===== src/mpls_egress_pkg.sv =====
////////////////////////////////////////////////////////////////////////////
// MPLS egress shared types
////////////////////////////////////////////////////////////////////////////

package mpls_egress_pkg;

    ////////////////////////////////////////////////////////////////////////////
    // Datapath widths

    // Bytes carried by one input word from the forwarding engine
    localparam int egr_data_bytes = 8;

    typedef logic [egr_data_bytes*8-1:0] egr_word_t;

    // Bit 0 is the first byte on the wire, always contiguous from bit 0
    typedef logic [egr_data_bytes-1:0] egr_keep_t;

    typedef logic [7:0] egr_byte_t;

    // Wishbone data and counter width
    typedef logic [31:0] wb_data_t;

    ////////////////////////////////////////////////////////////////////////////
    // State and register encodings

    typedef enum logic {
        IDLE    = 1'b0,
        FORWARD = 1'b1
    } demux_state_e;

    typedef enum logic {
        STORE   = 1'b0,
        DISCARD = 1'b1
    } buf_wr_state_e;

    // Low address bit of a counter register
    typedef enum logic {
        REG_DELIVERED = 1'b0,
        REG_DROPPED   = 1'b1
    } cnt_reg_e;

endpackage


===== src/egress_pkt_counters.sv =====
////////////////////////////////////////////////////////////////////////////
// Egress packet counters
////////////////////////////////////////////////////////////////////////////

`timescale 1ns/1ps

module egress_pkt_counters #(
    parameter int num_ports = 4
) (
    input  logic                        clk_ifc,
    input  logic                        rst_n,
    input  logic [num_ports-1:0]        pkt_delivered,
    input  logic [num_ports-1:0]        pkt_dropped,
    input  logic                        wb_cyc,
    input  logic                        wb_stb,
    input  logic                        wb_we,
    input  logic [$clog2(num_ports):0]  wb_adr,
    input  mpls_egress_pkg::wb_data_t   wb_dat_w,
    output mpls_egress_pkg::wb_data_t   wb_dat_r,
    output logic                        wb_ack
);

    import mpls_egress_pkg::*;

    localparam int port_w = $clog2(num_ports);

    wb_data_t cnt_delivered [num_ports];
    wb_data_t cnt_dropped   [num_ports];

    logic                 req;
    logic [port_w-1:0]    req_port;
    cnt_reg_e             req_reg;
    wb_data_t             rd_val;
    logic [num_ports-1:0] clr_delivered;
    logic [num_ports-1:0] clr_dropped;

    ////////////////////////////////////////////////////////////////////////////
    // Address decode

    // New request only while no ack is pending, giving one ack per cycle
    assign req      = wb_cyc && wb_stb && !wb_ack;
    assign req_port = wb_adr[port_w:1];
    assign req_reg  = cnt_reg_e'(wb_adr[0]);

    // Out of range ports fall through to zero
    always_comb begin
        rd_val        = '0;
        clr_delivered = '0;
        clr_dropped   = '0;
        for (int i = 0; i < num_ports; i++) begin
            if (req_port == port_w'(i)) begin
                rd_val = (req_reg == REG_DELIVERED) ? cnt_delivered[i] : cnt_dropped[i];
                // Write data is ignored, any write clears the counter
                clr_delivered[i] = req && wb_we && (req_reg == REG_DELIVERED);
                clr_dropped[i]   = req && wb_we && (req_reg == REG_DROPPED);
            end
        end
    end

    ////////////////////////////////////////////////////////////////////////////
    // Counters

    // Clear wins over a pulse in the same cycle
    always_ff @(posedge clk_ifc) begin
        if (!rst_n) begin
            for (int i = 0; i < num_ports; i++) begin
                cnt_delivered[i] <= '0;
                cnt_dropped[i]   <= '0;
            end
        end else begin
            for (int i = 0; i < num_ports; i++) begin
                if (clr_delivered[i]) begin
                    cnt_delivered[i] <= '0;
                end else if (pkt_delivered[i]) begin
                    cnt_delivered[i] <= cnt_delivered[i] + 1'b1;
                end

                if (clr_dropped[i]) begin
                    cnt_dropped[i] <= '0;
                end else if (pkt_dropped[i]) begin
                    cnt_dropped[i] <= cnt_dropped[i] + 1'b1;
                end
            end
        end
    end

    ////////////////////////////////////////////////////////////////////////////
    // Wishbone response

    always_ff @(posedge clk_ifc) begin
        if (!rst_n) begin
            wb_ack <= 1'b0;
        end else begin
            wb_ack <= req;
        end
    end

    always_ff @(posedge clk_ifc) begin
        if (req && !wb_we) begin
            wb_dat_r <= rd_val;
        end
    end

endmodule


===== config.mk =====
export PLATFORM = sky130hd
export DESIGN_NAME = egress_pkt_counters
export DESIGN_NICKNAME = d
export VERILOG_FILES = /design/src/mpls_egress_pkg.sv /design/src/egress_pkt_counters.sv
export SDC_FILE = /design/constraint.sdc
export NUM_CORES = 1
export LEC_CHECK = 0
export ABC_AREA = 1
export BUFFER_PORTS_ARGS = -buffer_cell sky130_fd_sc_hd__buf_2
export CAP_MARGIN = 30
export CORE_MARGIN = 5
export CORE_UTILIZATION = 30
export CTS_CLUSTER_DIAMETER = 200
export CTS_CLUSTER_SIZE = 12
export DETAILED_ROUTE_END_ITERATION = 10
export HOLD_SLACK_MARGIN = 0.02
export MAX_ROUTING_LAYER = met4
export SETUP_SLACK_MARGIN = 0.4
export SLEW_MARGIN = 20
export SYNTH_ARGS = -nofsm -noshare
export SYNTH_HDL_FRONTEND = slang
export SYNTH_SLANG_ARGS = --single-unit

===== constraint.sdc =====
create_clock -name clk_ifc -period 5.3 [get_ports clk_ifc]
set_input_delay 0.795 -clock clk_ifc [delete_from_list [all_inputs] [get_ports clk_ifc]]
set_output_delay 0.795 -clock clk_ifc [all_outputs]
set_load 0.01 [all_outputs]

# Word level (Yosys, flattened, before mapping)
# Memories as Yosys holds them, arrays and structs flattened.
# Index checks and enable logic that the tools add are counted.
# word_totals
n_memories	2
ff_bits	33
ramBits	256
inputBits	48
elab_cells	130
out_inout_bits	33
# classes
mux	89
n_addsub	8
eq_ne	3
bitwise_logic	17
reduce_logical	9
# mem_list
memory	words	width	read_ports	rd_ports_with_merged_regs	wr	line	source
cnt_delivered	4	32	4	0	4	egress_pkt_counters.sv:27	wb_data_t cnt_delivered [num_ports];
cnt_dropped	4	32	4	0	4	egress_pkt_counters.sv:28	wb_data_t cnt_dropped [num_ports];
# ops
op	count
$mux 32	24
$add 32x1->32 const B	8
$mux 1	65
$or 1x1->1	16
$logic_and 1x1->1	6
$eq 2x2->1 const B	2
$eq 2x1->1 const B	1
$logic_not 1->1	2
$logic_not 2->1	1
$not 1->1	1

# Logic depth before layout (Yosys ltp)
# logic_depth
depth_word	10
mapped_depth	9
depth_no_buf	9

# Least setup slack after synthesis
# Ideal clock, no wire load.
# synth_timing
path_type	input port to flip-flop
start	input wb_cyc
end	register wb_dat_r[0] (enable)
path_buffers	0
path_slack_ps	2375
t_required_ps	4879
arrival_ps	2504
setup_ps	421
stages	4
path_cell_list	nand2_1 nor2_2 inv_1 nor2_1
# synth_via
elab_chain_len	3
# synth_rtl
item	line	source
start, declared	egress_pkt_counters.sv:14	input logic wb_cyc,
$logic_and 1x1->1 (2 in a row)	egress_pkt_counters.sv:41	assign req = wb_cyc && wb_stb && !wb_ack;
$logic_and 1x1->1	egress_pkt_counters.sv:99	if (req && !wb_we) begin
end signal, assigned	egress_pkt_counters.sv:100	wb_dat_r <= rd_val;
end, declared	egress_pkt_counters.sv:19	output mpls_egress_pkg::wb_data_t wb_dat_r,
# No other way between the ends.
# A chain may end at the register's enable or synchronous reset.

==> flow_summary.toml <==
[sta]
setup_viol = 0
final.setup.worst_slack_ns = 2.45
fmax_mhz = 351
slew_viol_final = 0
min_period_over_period_pct = 53.7
worst_pin_slew_ns = 0.903
rsz0062_at_grt = "false"
finClkSkew_ns = 0.0401
hold_viol = 0
period_needed_ns = 2.85
slew-limit-headroom_pct = 39.6
setup_tns_ns = 0

[global_route]
antenna_found_initial = 2
grt_pass1_wl_um = 97100
grt_max_degree = 63
grt-busiest-layer = "met1"
grt_pass1_vias = 16300
gr-total-overflow = 0
grtUsageMet3_pct = 2.22
groute.usage.overall_pct = 18.0
grtUsageMet2_pct = 26.1
use_met1_pct = 26.3

[final_layout]
drive_above_1_share_pct = 7.92
syn_to_final_growth_pct = 9.80
final_cells = 3560
nets = 2746

[clocking]
path_clk_slew_ns = 0.06
clock_sinks = 289
tritoncts = "built"
htreeDepth = 1
cts_root_buffer = "clkbuf_16"
cts_buffers = 28
cts_max_path_buffers = 3
clk_latency_ns = 0.60
post_cts_buffers = 0
cts_hold_buf = 0
cts-resized-gates = 0

[die]
rows = 93
start_util_pct = 30.3
dieArea_mm2 = 0.0701
ios = 81
coreArea_mm2 = 0.0643
die_w_um = 265
die_h_um = 265

[place]
dp_slack_ns = 1.92
place_congestion = 0.964
hpwl_um = 49200
io_buffers = 48
dp.cells = 3515

[logic_synthesis]
ys_ff_latch = 289
synthFlopType = "edfxtp_1"
synth_edf_count = 288
async_flop_share_pct = 0
synth_area_per_cell_um2 = 7.33
synth_area_mm2 = 0.0195
synth_cells = 2656
seq_area_frac_synth_pct = 44.5
ys_types = 37
ys_warn_count = 0
synth_fp_nets = 2712

[drt]
routedWlPerCell_um = 18.0
vias = 17900
drc_errors = 0
ant_nets = 0
vias_per_cell = 5.02
firstDrtPassIters = 8
drt_iter0_drc = 1985
drt_wl_total_um = 64100

[outcome]
status = "completed"

[setup_path]
path_cells = "buf_4 -> buf_4 -> nand4_1 -> nand2_1 -> inv_2 -> nand2_1 -> buf_4"
cp.arrival_ns = 3.10
cp_top_family = "buffers and inverters"
cp_max_fo = 51
reg2reg_from = "wb_ack"
crit_type = "in2reg"
critPathBufInv = 4
end_kind = "flip-flop"
start_kind = "input pin"
slowest_stage = "nand2_1"
crit_start = "wb_adr[0]"
crit_path_max_incr_delay_ns = 0.55
critPathMostFrequentCell = "buf_4"
cp.required_ns = 5.55

[power_and_ir_drop]
pwr_density_cell_mw_per_mm2 = 250
peakVddDrop_uv = 231
p_leak_nw = 7.09

[min_path]
worstHoldStart = "cnt_dropped[2][0]"
min_path_type = "reg2reg"

[job]
maxCapViolCount = 0
==> cell usage in the layout (no fill, tap or decap), types with 21 or more instances in the layout <==
cell / instances
inv_1: 272
o2111ai_1: 22
xor2_1: 37
nand4_1: 31
nor2_2: 35
edfxtp_1: 288
buf_2: 47
xnor2_1: 21
nor2_1: 499
clkbuf_16: 29
nand2_1: 770
nand3_1: 117
o21ai_0: 140
a21oi_1: 211
o211ai_1: 26
==> per-layer routing <==
metal  vias up  part of all wire [%]
met5         -                     0
met4         0                   3.7
met3       103                   8.2
met2       659                    42
met1      8354                    46
li1       8761                     -
==> through the flow <==
step	hold slack, ns	utilization, %	cell area [µm²]	power, mW
final	0.608	33.2	21400	5.35
after detailed placement	0.606	32.0	20600	3.47
after floorplan	0.560	-	19500	3.22
after CTS	0.582	33.2	21400	5.38
after global placement	0.577	31.9	20500	3.46
after global routing	0.621	33.2	21400	5.54
==> cell type report <==
cell class | count | area, µm²
fill | 6874 | 43000
tap | 855 | 1070
antenna | 2 | 5.00
inverter | 281 | 1060
sequential | 289 | 8670
multi-input combinational | 2021 | 9360
timing repair buffer | 69 | 435
clock inverter | 1 | 11.3
clock buffer | 42 | 774
==> registers in the layout, indices dropped and copies added, names as in the netlist <==
name and cells:
wb_ack 1, wb_dat_r 32, cnt_delivered 128, cnt_dropped 128
==> power by group <==
group          internal, mW  leakage, nW  total (mW)  switching [mW]
clock                 0.997        0.379        1.91           0.911
combinational         0.154         3.58       0.565           0.411
sequential             2.68         3.13        2.88           0.196
==> kinds of logic after synthesis <==
kind of cell               Yosys count  synth area share (%)
AOI/OAI and AO/OA                  429                  12.1
xor gates and xnor gates            58                  2.61
adders and majority gates            8                 0.514
buffers and inverters              346                  7.47
DFF                                289                  44.5
and+or+nand+nor                   1526                  32.8
==> Yosys cell counts (all sizes together), types with 2 or more instances <==
| cell | number | area, µm² |
|---|---|---|
| nand2 | 795 | 3080 |
| nor2 | 553 | 2310 |
| edfxtp | 288 | 8650 |
| inv | 281 | 1060 |
| a21oi | 222 | 1150 |
| o21ai | 151 | 756 |
| nand3 | 127 | 693 |
| buf | 50 | 340 |
| xor2 | 37 | 324 |
| nand4 | 31 | 194 |
| o211ai | 26 | 195 |
| o2111ai | 22 | 193 |
| xnor2 | 21 | 184 |
| clkbuf | 15 | 56.3 |
| nor3 | 9 | 45.0 |
| ha | 8 | 100 |
| or2 | 7 | 43.8 |
| o21a | 6 | 45.0 |
| nand3b | 3 | 22.5 |
| o21bai | 2 | 15.0 |
==> final timing paths <==
| kind | to | slack (ns) | depth (start not counted) |
|---|---|---|---|
| max | cnt_dropped[2][22] | 2.45 | 7 |
| max reg2reg | cnt_dropped[2][22] | 2.74 | 6 |
| min | cnt_dropped[2][0] | 0.61 | 1 |
| min reg2reg | cnt_dropped[2][0] | 0.61 | 1 |
Note: power is estimated with default switching activity, not from simulation.
