**src/mpls_egress_pkg.sv**
```systemverilog
////////////////////////////////////////////////////////////////////////////
// MPLS egress shared types
////////////////////////////////////////////////////////////////////////////

package mpls_egress_pkg;

    ////////////////////////////////////////////////////////////////////////////
    // Datapath widths

    // Bytes carried by one input word from the forwarding engine
    localparam int egr_data_bytes = 8;

    typedef logic [egr_data_bytes*8-1:0] egr_word_t;

    // Bit 0 is the first byte on the wire, always contiguous from bit 0
    typedef logic [egr_data_bytes-1:0] egr_keep_t;

    typedef logic [7:0] egr_byte_t;

    // Wishbone data and counter width
    typedef logic [31:0] wb_data_t;

    ////////////////////////////////////////////////////////////////////////////
    // State and register encodings

    typedef enum logic {
        IDLE    = 1'b0,
        FORWARD = 1'b1
    } demux_state_e;

    typedef enum logic {
        STORE   = 1'b0,
        DISCARD = 1'b1
    } buf_wr_state_e;

    // Low address bit of a counter register
    typedef enum logic {
        REG_DELIVERED = 1'b0,
        REG_DROPPED   = 1'b1
    } cnt_reg_e;

endpackage

```
**src/egress_word_if.sv**
```systemverilog
////////////////////////////////////////////////////////////////////////////
// Egress word link
////////////////////////////////////////////////////////////////////////////

`timescale 1ns/1ps

// One stored word from the demultiplexer to a port buffer.
// No back-pressure, a word is taken on every cycle that valid is high
interface egress_word_if;

    import mpls_egress_pkg::*;

    logic      valid;
    egr_word_t data;
    egr_keep_t keep;
    logic      last;

    // Demultiplexer side
    modport src (
        output valid,
        output data,
        output keep,
        output last
    );

    // Port buffer side
    modport dst (
        input valid,
        input data,
        input keep,
        input last
    );

endinterface

```
**src/egress_port_buffer.sv**
```systemverilog
////////////////////////////////////////////////////////////////////////////
// Egress port packet buffer
////////////////////////////////////////////////////////////////////////////

`timescale 1ns/1ps

module egress_port_buffer #(
    parameter int fifo_depth_words = 64
) (
    input  logic                        clk_ifc,
    input  logic                        rst_n,
    egress_word_if.dst                  word_in,
    input  logic                        out_ready,
    output mpls_egress_pkg::egr_byte_t  out_data,
    output logic                        out_valid,
    output logic                        out_last,
    output logic                        pkt_delivered,
    output logic                        pkt_dropped
);

    import mpls_egress_pkg::*;

    localparam int addr_w = $clog2(fifo_depth_words);

    // One extra bit tells a full buffer from an empty one
    typedef logic [addr_w:0] ptr_t;

    typedef struct packed {
        logic      last;
        egr_keep_t keep;
        egr_word_t data;
    } entry_t;

    entry_t mem [fifo_depth_words];

    // Write side
    buf_wr_state_e wr_state;
    ptr_t          wr_spec;
    ptr_t          wr_commit;
    ptr_t          held;
    logic          full;
    logic          wr_en;

    // Read side
    ptr_t      rd_ptr;
    logic      fetch_en;
    logic      fetch_valid;
    entry_t    fetch_q;
    logic      sh_valid;
    egr_word_t sh_data;
    egr_keep_t sh_keep;
    logic      sh_last;
    logic      sh_take;
    logic      sh_at_end;
    logic      sh_load;

    ////////////////////////////////////////////////////////////////////////////
    // Write side

    // Words held count both committed and in-flight words not yet fetched
    assign held  = wr_spec - rd_ptr;
    assign full  = (held == ptr_t'(fifo_depth_words));
    assign wr_en = word_in.valid && (wr_state == STORE) && !full;

    always_ff @(posedge clk_ifc) begin
        if (!rst_n) begin
            wr_state    <= STORE;
            wr_spec     <= '0;
            wr_commit   <= '0;
            pkt_dropped <= 1'b0;
        end else begin
            pkt_dropped <= 1'b0;
            if (word_in.valid) begin
                case (wr_state)
                    STORE: begin
                        if (full) begin
                            // Abandon the packet and fall back to the last complete one
                            wr_spec     <= wr_commit;
                            pkt_dropped <= 1'b1;
                            if (!word_in.last) begin
                                wr_state <= DISCARD;
                            end
                        end else begin
                            wr_spec <= wr_spec + 1'b1;
                            if (word_in.last) begin
                                wr_commit <= wr_spec + 1'b1;
                            end
                        end
                    end
                    DISCARD: begin
                        // Skip the rest of the dropped packet
                        if (word_in.last) begin
                            wr_state <= STORE;
                        end
                    end
                    default: wr_state <= STORE;
                endcase
            end
        end
    end

    always_ff @(posedge clk_ifc) begin
        if (wr_en) begin
            mem[wr_spec[addr_w-1:0]] <= {word_in.last, word_in.keep, word_in.data};
        end
    end

    ////////////////////////////////////////////////////////////////////////////
    // Read side

    // Two stages: a fetch register after the RAM, then the byte shifter
    assign sh_take   = sh_valid && out_ready;
    assign sh_at_end = !sh_keep[1];
    assign sh_load   = fetch_valid && (!sh_valid || (sh_take && sh_at_end));
    assign fetch_en  = (rd_ptr != wr_commit) && (!fetch_valid || sh_load);

    always_ff @(posedge clk_ifc) begin
        if (!rst_n) begin
            rd_ptr      <= '0;
            fetch_valid <= 1'b0;
            sh_valid    <= 1'b0;
        end else begin
            if (fetch_en) begin
                rd_ptr      <= rd_ptr + 1'b1;
                fetch_valid <= 1'b1;
            end else if (sh_load) begin
                fetch_valid <= 1'b0;
            end

            if (sh_load) begin
                sh_valid <= 1'b1;
            end else if (sh_take && sh_at_end) begin
                sh_valid <= 1'b0;
            end
        end
    end

    always_ff @(posedge clk_ifc) begin
        if (fetch_en) begin
            fetch_q <= mem[rd_ptr[addr_w-1:0]];
        end
        // Lowest byte goes out first, keep shifts with it to mark the end
        if (sh_load) begin
            sh_data <= fetch_q.data;
            sh_keep <= fetch_q.keep;
            sh_last <= fetch_q.last;
        end else if (sh_take) begin
            sh_data <= sh_data >> $bits(egr_byte_t);
            sh_keep <= sh_keep >> 1;
        end
    end

    assign out_data      = sh_data[$bits(egr_byte_t)-1:0];
    assign out_valid     = sh_valid;
    assign out_last      = sh_valid && sh_last && sh_at_end;
    assign pkt_delivered = sh_take && out_last;

endmodule

```
**src/flat_wrapper.sv**
```systemverilog
// flat-port wrapper written by rule: the top's interface ports become plain ports
module egress_port_buffer_flat import mpls_egress_pkg::*;
#(
    parameter int fifo_depth_words = 64
)
  (clk_ifc, rst_n, out_ready, out_data, out_valid, out_last, pkt_delivered, pkt_dropped, word_in_valid, word_in_data, word_in_keep, word_in_last);
  egress_word_if word_in_i ();
  input  logic clk_ifc;
  input  logic rst_n;
  input  logic out_ready;
  output mpls_egress_pkg::egr_byte_t out_data;
  output logic out_valid;
  output logic out_last;
  output logic pkt_delivered;
  output logic pkt_dropped;
  input wire logic [$bits(word_in_i.valid)-1:0] word_in_valid;
  input wire logic [$bits(word_in_i.data)-1:0] word_in_data;
  input wire logic [$bits(word_in_i.keep)-1:0] word_in_keep;
  input wire logic [$bits(word_in_i.last)-1:0] word_in_last;
  assign word_in_i.valid = word_in_valid;
  assign word_in_i.data = word_in_data;
  assign word_in_i.keep = word_in_keep;
  assign word_in_i.last = word_in_last;
  egress_port_buffer #(.fifo_depth_words(fifo_depth_words)) u_core (.clk_ifc(clk_ifc), .rst_n(rst_n), .word_in(word_in_i), .out_ready(out_ready), .out_data(out_data), .out_valid(out_valid), .out_last(out_last), .pkt_delivered(pkt_delivered), .pkt_dropped(pkt_dropped));
endmodule
```
**config.mk**
```make
export PLATFORM = sky130hd
export DESIGN_NAME = egress_port_buffer_flat
export DESIGN_NICKNAME = d
export VERILOG_FILES = /design/src/mpls_egress_pkg.sv /design/src/egress_word_if.sv /design/src/egress_port_buffer.sv /design/src/flat_wrapper.sv
export SDC_FILE = /design/constraint.sdc
export NUM_CORES = 2
export LEC_CHECK = 0
export BUFFER_PORTS_ARGS = -buffer_cell sky130_fd_sc_hd__buf_2
export CORE_AREA = 2 2 725 727
export CTS_BUF_LIST = sky130_fd_sc_hd__clkbuf_8
export CTS_CLUSTER_SIZE = 25
export DETAILED_ROUTE_END_ITERATION = 12
export DIE_AREA = 0 0 727 729
export GPL_TIMING_DRIVEN = 0
export PLACE_DENSITY = 0.52
export SLEW_MARGIN = 15
export SYNTH_ARGS = -nofsm -noshare
export SYNTH_HDL_FRONTEND = slang
export SYNTH_MEMORY_MAX_BITS = 65536
export SYNTH_SLANG_ARGS = --single-unit
```
**constraint.sdc**
```tcl
create_clock -name clk_ifc -period 24.2 [get_ports clk_ifc]
set_input_delay 1.21 -clock clk_ifc [delete_from_list [all_inputs] [get_ports clk_ifc]]
set_output_delay 1.21 -clock clk_ifc [all_outputs]
set_load 0.005 [all_outputs]
```
=== Word-level counts from Yosys, hierarchy flattened ===
Memories as Yosys holds them, arrays and structs flattened. A register that Yosys moved wholly into a read port is not among the register bits.
Index checks and enable logic that the tools add are counted.

* Bits in registers: 98
* Latch bits: 0
* Bits in writable memories: 4672
* ROM bits: 0
* Bits of input ports: 77
* Output and inout port bits: 12
* Logic and storage cells: 56
* Memories: 1

{| class="wikitable"
|+ Memories
! memory !! depth !! width !! read ports !! clocked after Yosys merged registers in !! wr ports !! RTL line !! source
|-
| u_core.mem || 64 || 73 || 1 || 1 || 1 || egress_port_buffer.sv:34 || <nowiki>entry_t mem [fifo_depth_words];</nowiki>
|}

* Add/subtract/negate cells: 3
* $mul: 0
* Divide/modulo/power cells: 0
* Magnitude comparators: 0
* Eq/ne operators: 2
* Shifts and indexed selects: 0
* Multiplexer cells: 15
* Bitwise operators: 4
* Reductions and logical operators: 21

{| class="wikitable"
|+ Operators by type and width
! cell !! number
|-
| 64-bit two-way mux || 2
|-
| 8-bit two-way mux || 2
|-
| 7-bit by 1-bit adder with 7-bit output (second input constant) || 2
|-
| 1-bit logical AND || 9
|-
| 1-bit two-way mux || 9
|-
| 7-bit equality test (second input constant) || 1
|-
| 7-bit two-way mux || 1
|-
| 7-bit inequality test || 1
|-
| 7-bit subtractor || 1
|-
| 2-bit nonzero test || 3
|-
| 1-bit logical NOT || 4
|-
| 1-bit NOT || 4
|-
| 4-bit AND reduction || 1
|-
| 3-bit OR reduction || 1
|-
| 1-bit logical OR || 2
|-
| 1-bit case mux with 2 select lines || 1
|-
| 2-bit AND reduction || 1
|}

=== Longest topological paths before layout ===
* Depth after elaboration: 7
* Mapped depth: 15
* Depth with buffers taken out: 8

=== Worst setup path after synthesis ===
OpenSTA, ideal clock, no wires.

* Path kind: register to register
* Start point: reg u_core.rd_ptr[3]
* End point: mem u_core.mem[44][0] (netlist bit), enable pin
* Data arrival time: 10.534 ns
* Required time: 23.495 ns
* Path slack: 12.962 ns
* Stages on the path, launching flop included: 14
* Path buffers: 6
* Cell sequence: dfxtp_1 > buf_2 > inv_2 > buf_2 > buf_2 > clkbuf_1 > clkbuf_1 > ha_1 > a2111oi_0 > a21oi_1 > xnor2_1 > o21ai_1 > clkbuf_1 > nor4b_1

* Cells in the longest elaborated chain, start to end: 6

{| class="wikitable"
|+ RTL lines
! what !! RTL line !! source
|-
| from (decl) || egress_port_buffer.sv:45 || <nowiki>ptr_t rd_ptr;</nowiki>
|-
| from (signal assigned) || egress_port_buffer.sv:124 || <nowiki>rd_ptr <= rd_ptr + 1'b1;</nowiki>
|-
| 7-bit subtractor || egress_port_buffer.sv:61 || <nowiki>assign held = wr_spec - rd_ptr;</nowiki>
|-
| 7-bit equality test || egress_port_buffer.sv:62 || <nowiki>assign full = (held == ptr_t'(fifo_depth_words));</nowiki>
|-
| 1-bit logical NOT || egress_port_buffer.sv:63 || <nowiki>assign wr_en = word_in.valid && (wr_state == STORE) && !full;</nowiki>
|-
| 1-bit logical AND || egress_port_buffer.sv:63 ||
|-
| 1-bit two-way mux || egress_port_buffer.sv:103 || <nowiki>if (wr_en) begin</nowiki>
|-
| 1-bit two-way mux (not written as such) || egress_port_buffer.sv:104 || <nowiki>mem[wr_spec[addr_w-1:0]] <= {word_in.last, word_in.keep, word_in.data};</nowiki>
|-
| to (decl) || egress_port_buffer.sv:34 ||
|}

Every way passes these cells.

=== Final worst setup path ===
* Start point: reg u_core.rd_ptr[3]
* End point: mem u_core.mem[13][70] (netlist bit), enable pin

The elaborated chain is that of the path after synthesis.

==> results.json <==
{
  "ys_warn_count": 0,
  "synth_fp_nets": 7941,
  "finalHoldViolations": 0,
  "die-height_um": 729,
  "post_synth_instance_area_mm2": 0.182,
  "async_flop_share_pct": 0,
  "area_fraction_in_and_or_nand_and_nor_cells_after_synthesis_pct": 1.61,
  "io_pins": 89,
  "detail_route.first_pass.iterations": 9,
  "timing.critical_path.arrival_ns": 10.31,
  "crit_path_max_fanout": 10,
  "via_count": 99145,
  "grt_max_degree": 67,
  "num_rows": 266,
  "worstSetupEndpointType": "flop",
  "sequential_to_total_area_share_from_yosys_stat_pct": 78.6,
  "cts_root_buffer": "clkbuf_8",
  "reg2regPathDepth": 21,
  "antenna_found_initial": 72,
  "port_buffers": 87,
  "worstPathRequired_ns": 25.15,
  "vias_in_the_first_global_route": 96669,
  "drv_cap": 0,
  "finalSetupViolations": 0,
  "post_cts.repair.setup_buffers": 0,
  "p_per_area_mw_per_mm2": 98.0,
  "initial_core_util_pct": 34.9,
  "total_leakage_power_nw": 68.3,
  "timing.rr.start": "u_core.rd_ptr[3]",
  "cts.reportedPaths.clkPinSlew_ns": 0.08,
  "critical-path-max-stage-delay_ns": 0.81,
  "synth_xor_xnor_area_share_pct": 0.0865,
  "layout-drive-gt1-share_pct": 34.5,
  "gpl.final_weighted_congestion": 0.891,
  "detail_route.drc_violations": 0,
  "timing.hold.worst_endpoint": "u_core.wr_state",
  "timing.setup.critical_path_class": "flop to flop",
  "cp_top_family": "buffers and inverters",
  "synth_flop_cell": "edfxtp_1",
  "rrSetupSlack_ns": 14.83,
  "synth_cell_types": 63,
  "critPathMostFrequentCell": "buf_2",
  "critical-path-slowest-cell": "buf_2",
  "route.final.wire_length_mm": 663,
  "dominant_combinational_cell_family_by_area_after_synthesis": "multiplexers",
  "grt_usage_pct": 24.5,
  "synth-compound-area-share_pct": 1.57,
  "postSynthRegisterBits": 4777,
  "synth-edff-count": 4752,
  "wire_length_of_the_first_global_routing_pass_mm": 872,
  "totalPowerFinal_mw": 21.0,
  "slew_headroom_pct": 1.91,
  "final_hold_slack_ns": 0.258,
  "ctsResizeCount": 0,
  "final_count_of_pins_violating_max_slew": 0,
  "detail-route-antenna-nets": 0,
  "cts_buffers": 767,
  "least_margin_pin_slew_ns": 1.47,
  "rsz0062_at_grt": "false",
  "detail_routed_via_count_per_cell": 5.78,
  "cts.htree.levels": 6,
  "cts_max_path_buffers": 4,
  "die_x_um": 727,
  "core_area_mm2": 0.523,
  "dpl.hpwl_mm": 471,
  "hold_class": "input port to flop",
  "tritoncts_clock_tree": "yes",
  "post-route-util_pct": 41.1,
  "drt-initial-drc-count": 16368,
  "endpoint_of_the_worst_slack_reg_to_reg_timing_path": "u_core.mem[13][70]",
  "tritoncts_num_sinks": 4777,
  "crit_path_start_kind": "flop",
  "timing.fmax_mhz": 107,
  "run_status": "complete, no violations",
  "hold_fix_buffer_count_after_cts": 0,
  "layout_min_cycle_time_ns": 9.37,
  "layout_net_count": 9602,
  "number_of_stages_on_the_worst_hold_path": 3,
  "fill_cells": 45583,
  "overflow": 0,
  "crit_path_cell_chain": "buf_2, inv_2, buf_2, buf_2, clkbuf_2, clkbuf_1, ha_1, a2111oi_0, a21oi_1, xnor2_1, o21ai_1, clkbuf_1, nor4_2, buf_4, buf_2, buf_2, buf_4, buf_4, buf_2, buf_2, buf_2",
  "min_period_over_period_pct": 38.7,
  "path_buf_inv": 15,
  "die_area_mm2": 0.530,
  "clkLatencyLatePin_ns": 1.33,
  "synthAdderAreaFrac_pct": 0.0549,
  "area_growth_syn_to_layout_pct": 17.8,
  "holdCritStartpoint": "word_in_valid",
  "synthMuxAreaShare_pct": 16.8,
  "peakVddDrop_mv": 0.0671,
  "netlist_instances": 7856,
  "syn-mean-instance-area_um2": 23.2,
  "skew_ns": 0.113,
  "avgRoutedWirePerCell_um": 38.7
}
[where the power goes]
group          switching (mW)  internal [mW]  total [mW]
Sequential              0.145           9.44        9.59
Combinational            3.14           1.84        4.98
Clock                    3.30           3.17        6.47
[flip-flops by register name, indices dropped and copies added (netlist names)]
| name | count |
|---|---|
| u_core.fetch_q | 72 |
| u_core.fetch_valid | 1 |
| u_core.mem | 4608 |
| u_core.out_valid | 1 |
| u_core.pkt_dropped | 1 |
| u_core.rd_ptr | 7 |
| u_core.sh_data | 64 |
| u_core.sh_keep | 7 |
| u_core.sh_last | 1 |
| u_core.wr_commit | 7 |
| u_core.wr_spec | 7 |
| u_core.wr_state | 1 |
[worst reg2reg max path, stage by stage, from the launching register on]
cell and delay, ns:
dfxtp_1 0.30, buf_2 0.25, inv_2 0.51, buf_2 0.83
buf_2 0.68, clkbuf_2 0.81, clkbuf_1 0.74, ha_1 0.43
a2111oi_0 0.39, a21oi_1 0.21, xnor2_1 0.60, o21ai_1 0.23
clkbuf_1 0.38, nor4_2 0.69, buf_4 0.30, buf_2 0.25
buf_2 0.26, buf_4 0.22, buf_4 0.19, buf_2 0.21
buf_2 0.26, buf_2 0.25
[synth_stat cells (8+ instances only)]
master,instances,area (um2)
a2111oi_0,30,263
a211o_1,30,263
a211oi_1,15,113
a21oi_1,83,415
a221oi_1,11,96.3
a22o_1,11,96.3
a22oi_1,24,180
a311oi_1,12,105
a31oi_1,39,244
and2_1,24,150
and3_1,16,100
buf_1,43,161
buf_2,133,666
buf_4,61,458
buf_6,32,360
clkbuf_1,173,649
dfxtp_1,25,500
edfxtp_1,4752,143000
ha_1,8,100
inv_1,11,41.3
mux2_2,90,1010
mux2i_1,219,2190
mux4_2,1218,27400
nand2_1,310,1160
nand2b_1,11,68.8
nand3_1,85,425
nor2_1,93,349
nor2b_1,18,113
nor3_1,65,325
nor4_1,14,87.6
o21ai_0,15,75.1
o221ai_1,9,78.8
o22ai_1,92,576
xnor2_1,8,70.1
xor2_1,10,87.6
[cell type report]
cell class	instances	area [um2]	share of cell area (%)
Clock inverter	612	3220	1.50
Multi-Input combinational cell	2624	37100	17.3
Timing Repair Buffer	892	9280	4.32
Clock buffer	775	10700	4.97
Inverter	13	48.8	0.0227
Sequential cell	4777	143000	66.7
Antenna cell	37	92.6	0.0431
Tap cell	6968	8720	4.06
Buffer	442	2390	1.11
[logic make-up (layout without fill, tap and decap cells)]
group	count (synthesis)	count (layout)
flops	4777	4777
mux	1527	1527
simple gates	658	658
buf+inv	455	2734
compound gates	413	413
xor+xnor	18	18
fa+ha+maj	8	8
other cells	0	37
[layout by cell type (no fill, tap or decap), types with 12 or more instances in the layout]
cell,instances
edfxtp_1,4752
mux4_2,1218
clkbuf_8,775
buf_4,559
nand2_1,310
inv_1,282
buf_2,272
mux2i_1,219
clkinv_1,204
buf_6,147
clkbuf_1,113
o22ai_1,92
mux2_2,89
nand3_1,85
buf_12,85
a21oi_1,83
clkinv_2,70
nor2_1,68
buf_16,67
clkbuf_2,61
a31oi_1,39
diode_2,37
nor3_1,35
a211o_1,30
a2111oi_0,30
nor3_2,30
dfxtp_1,25
buf_1,24
and2_1,24
a22oi_1,24
nor2_4,24
nor2b_1,18
bufinv_16,17
and3_1,16
o21ai_0,15
a211oi_1,15
inv_6,13
a311oi_1,12
[routing by layer]
layer / up-vias / GRT usage, % / wire (um)
met5: - / 0 / 172
met4: 26 / 11.7 / 37300
met3: 1417 / 6.42 / 74000
met2: 6742 / 38.0 / 302000
met1: 53913 / 32.2 / 249000
li1: 37047 / - / -
[how the worst max path moves through the flow]
stage / start / end / slack, ns / cells past startpoint
floorplan: u_core.rd_ptr[3] / u_core.mem[44][0] / 12.96 / 13
global placement: u_core.rd_ptr[3] / u_core.mem[44][54] / -5.10 / 13
detailed placement: u_core.rd_ptr[3] / u_core.mem[13][63] / 15.26 / 21
CTS: u_core.rd_ptr[3] / u_core.mem[13][70] / 15.18 / 21
global route: u_core.rd_ptr[3] / u_core.mem[13][70] / 14.89 / 21
finish: u_core.rd_ptr[3] / u_core.mem[13][70] / 14.83 / 21
[stage by stage]
stage | area (um2) | setup TNS (ns) | setup WS [ns] | cells
6_report | 215000 | 0 | 14.83 | 17140
5_1_grt | 215000 | 0 | 14.89 | 17113
4_1_cts | 214000 | 0 | 15.18 | 17099
3_5_place_dp | 201000 | 0 | 15.26 | 15712
3_3_place_gp | 191000 | -2761.66 | -5.10 | 14911
2_1_floorplan | 182000 | 0 | 12.96 | 7856
No activity file was read; power rests on OpenSTA's default activity.
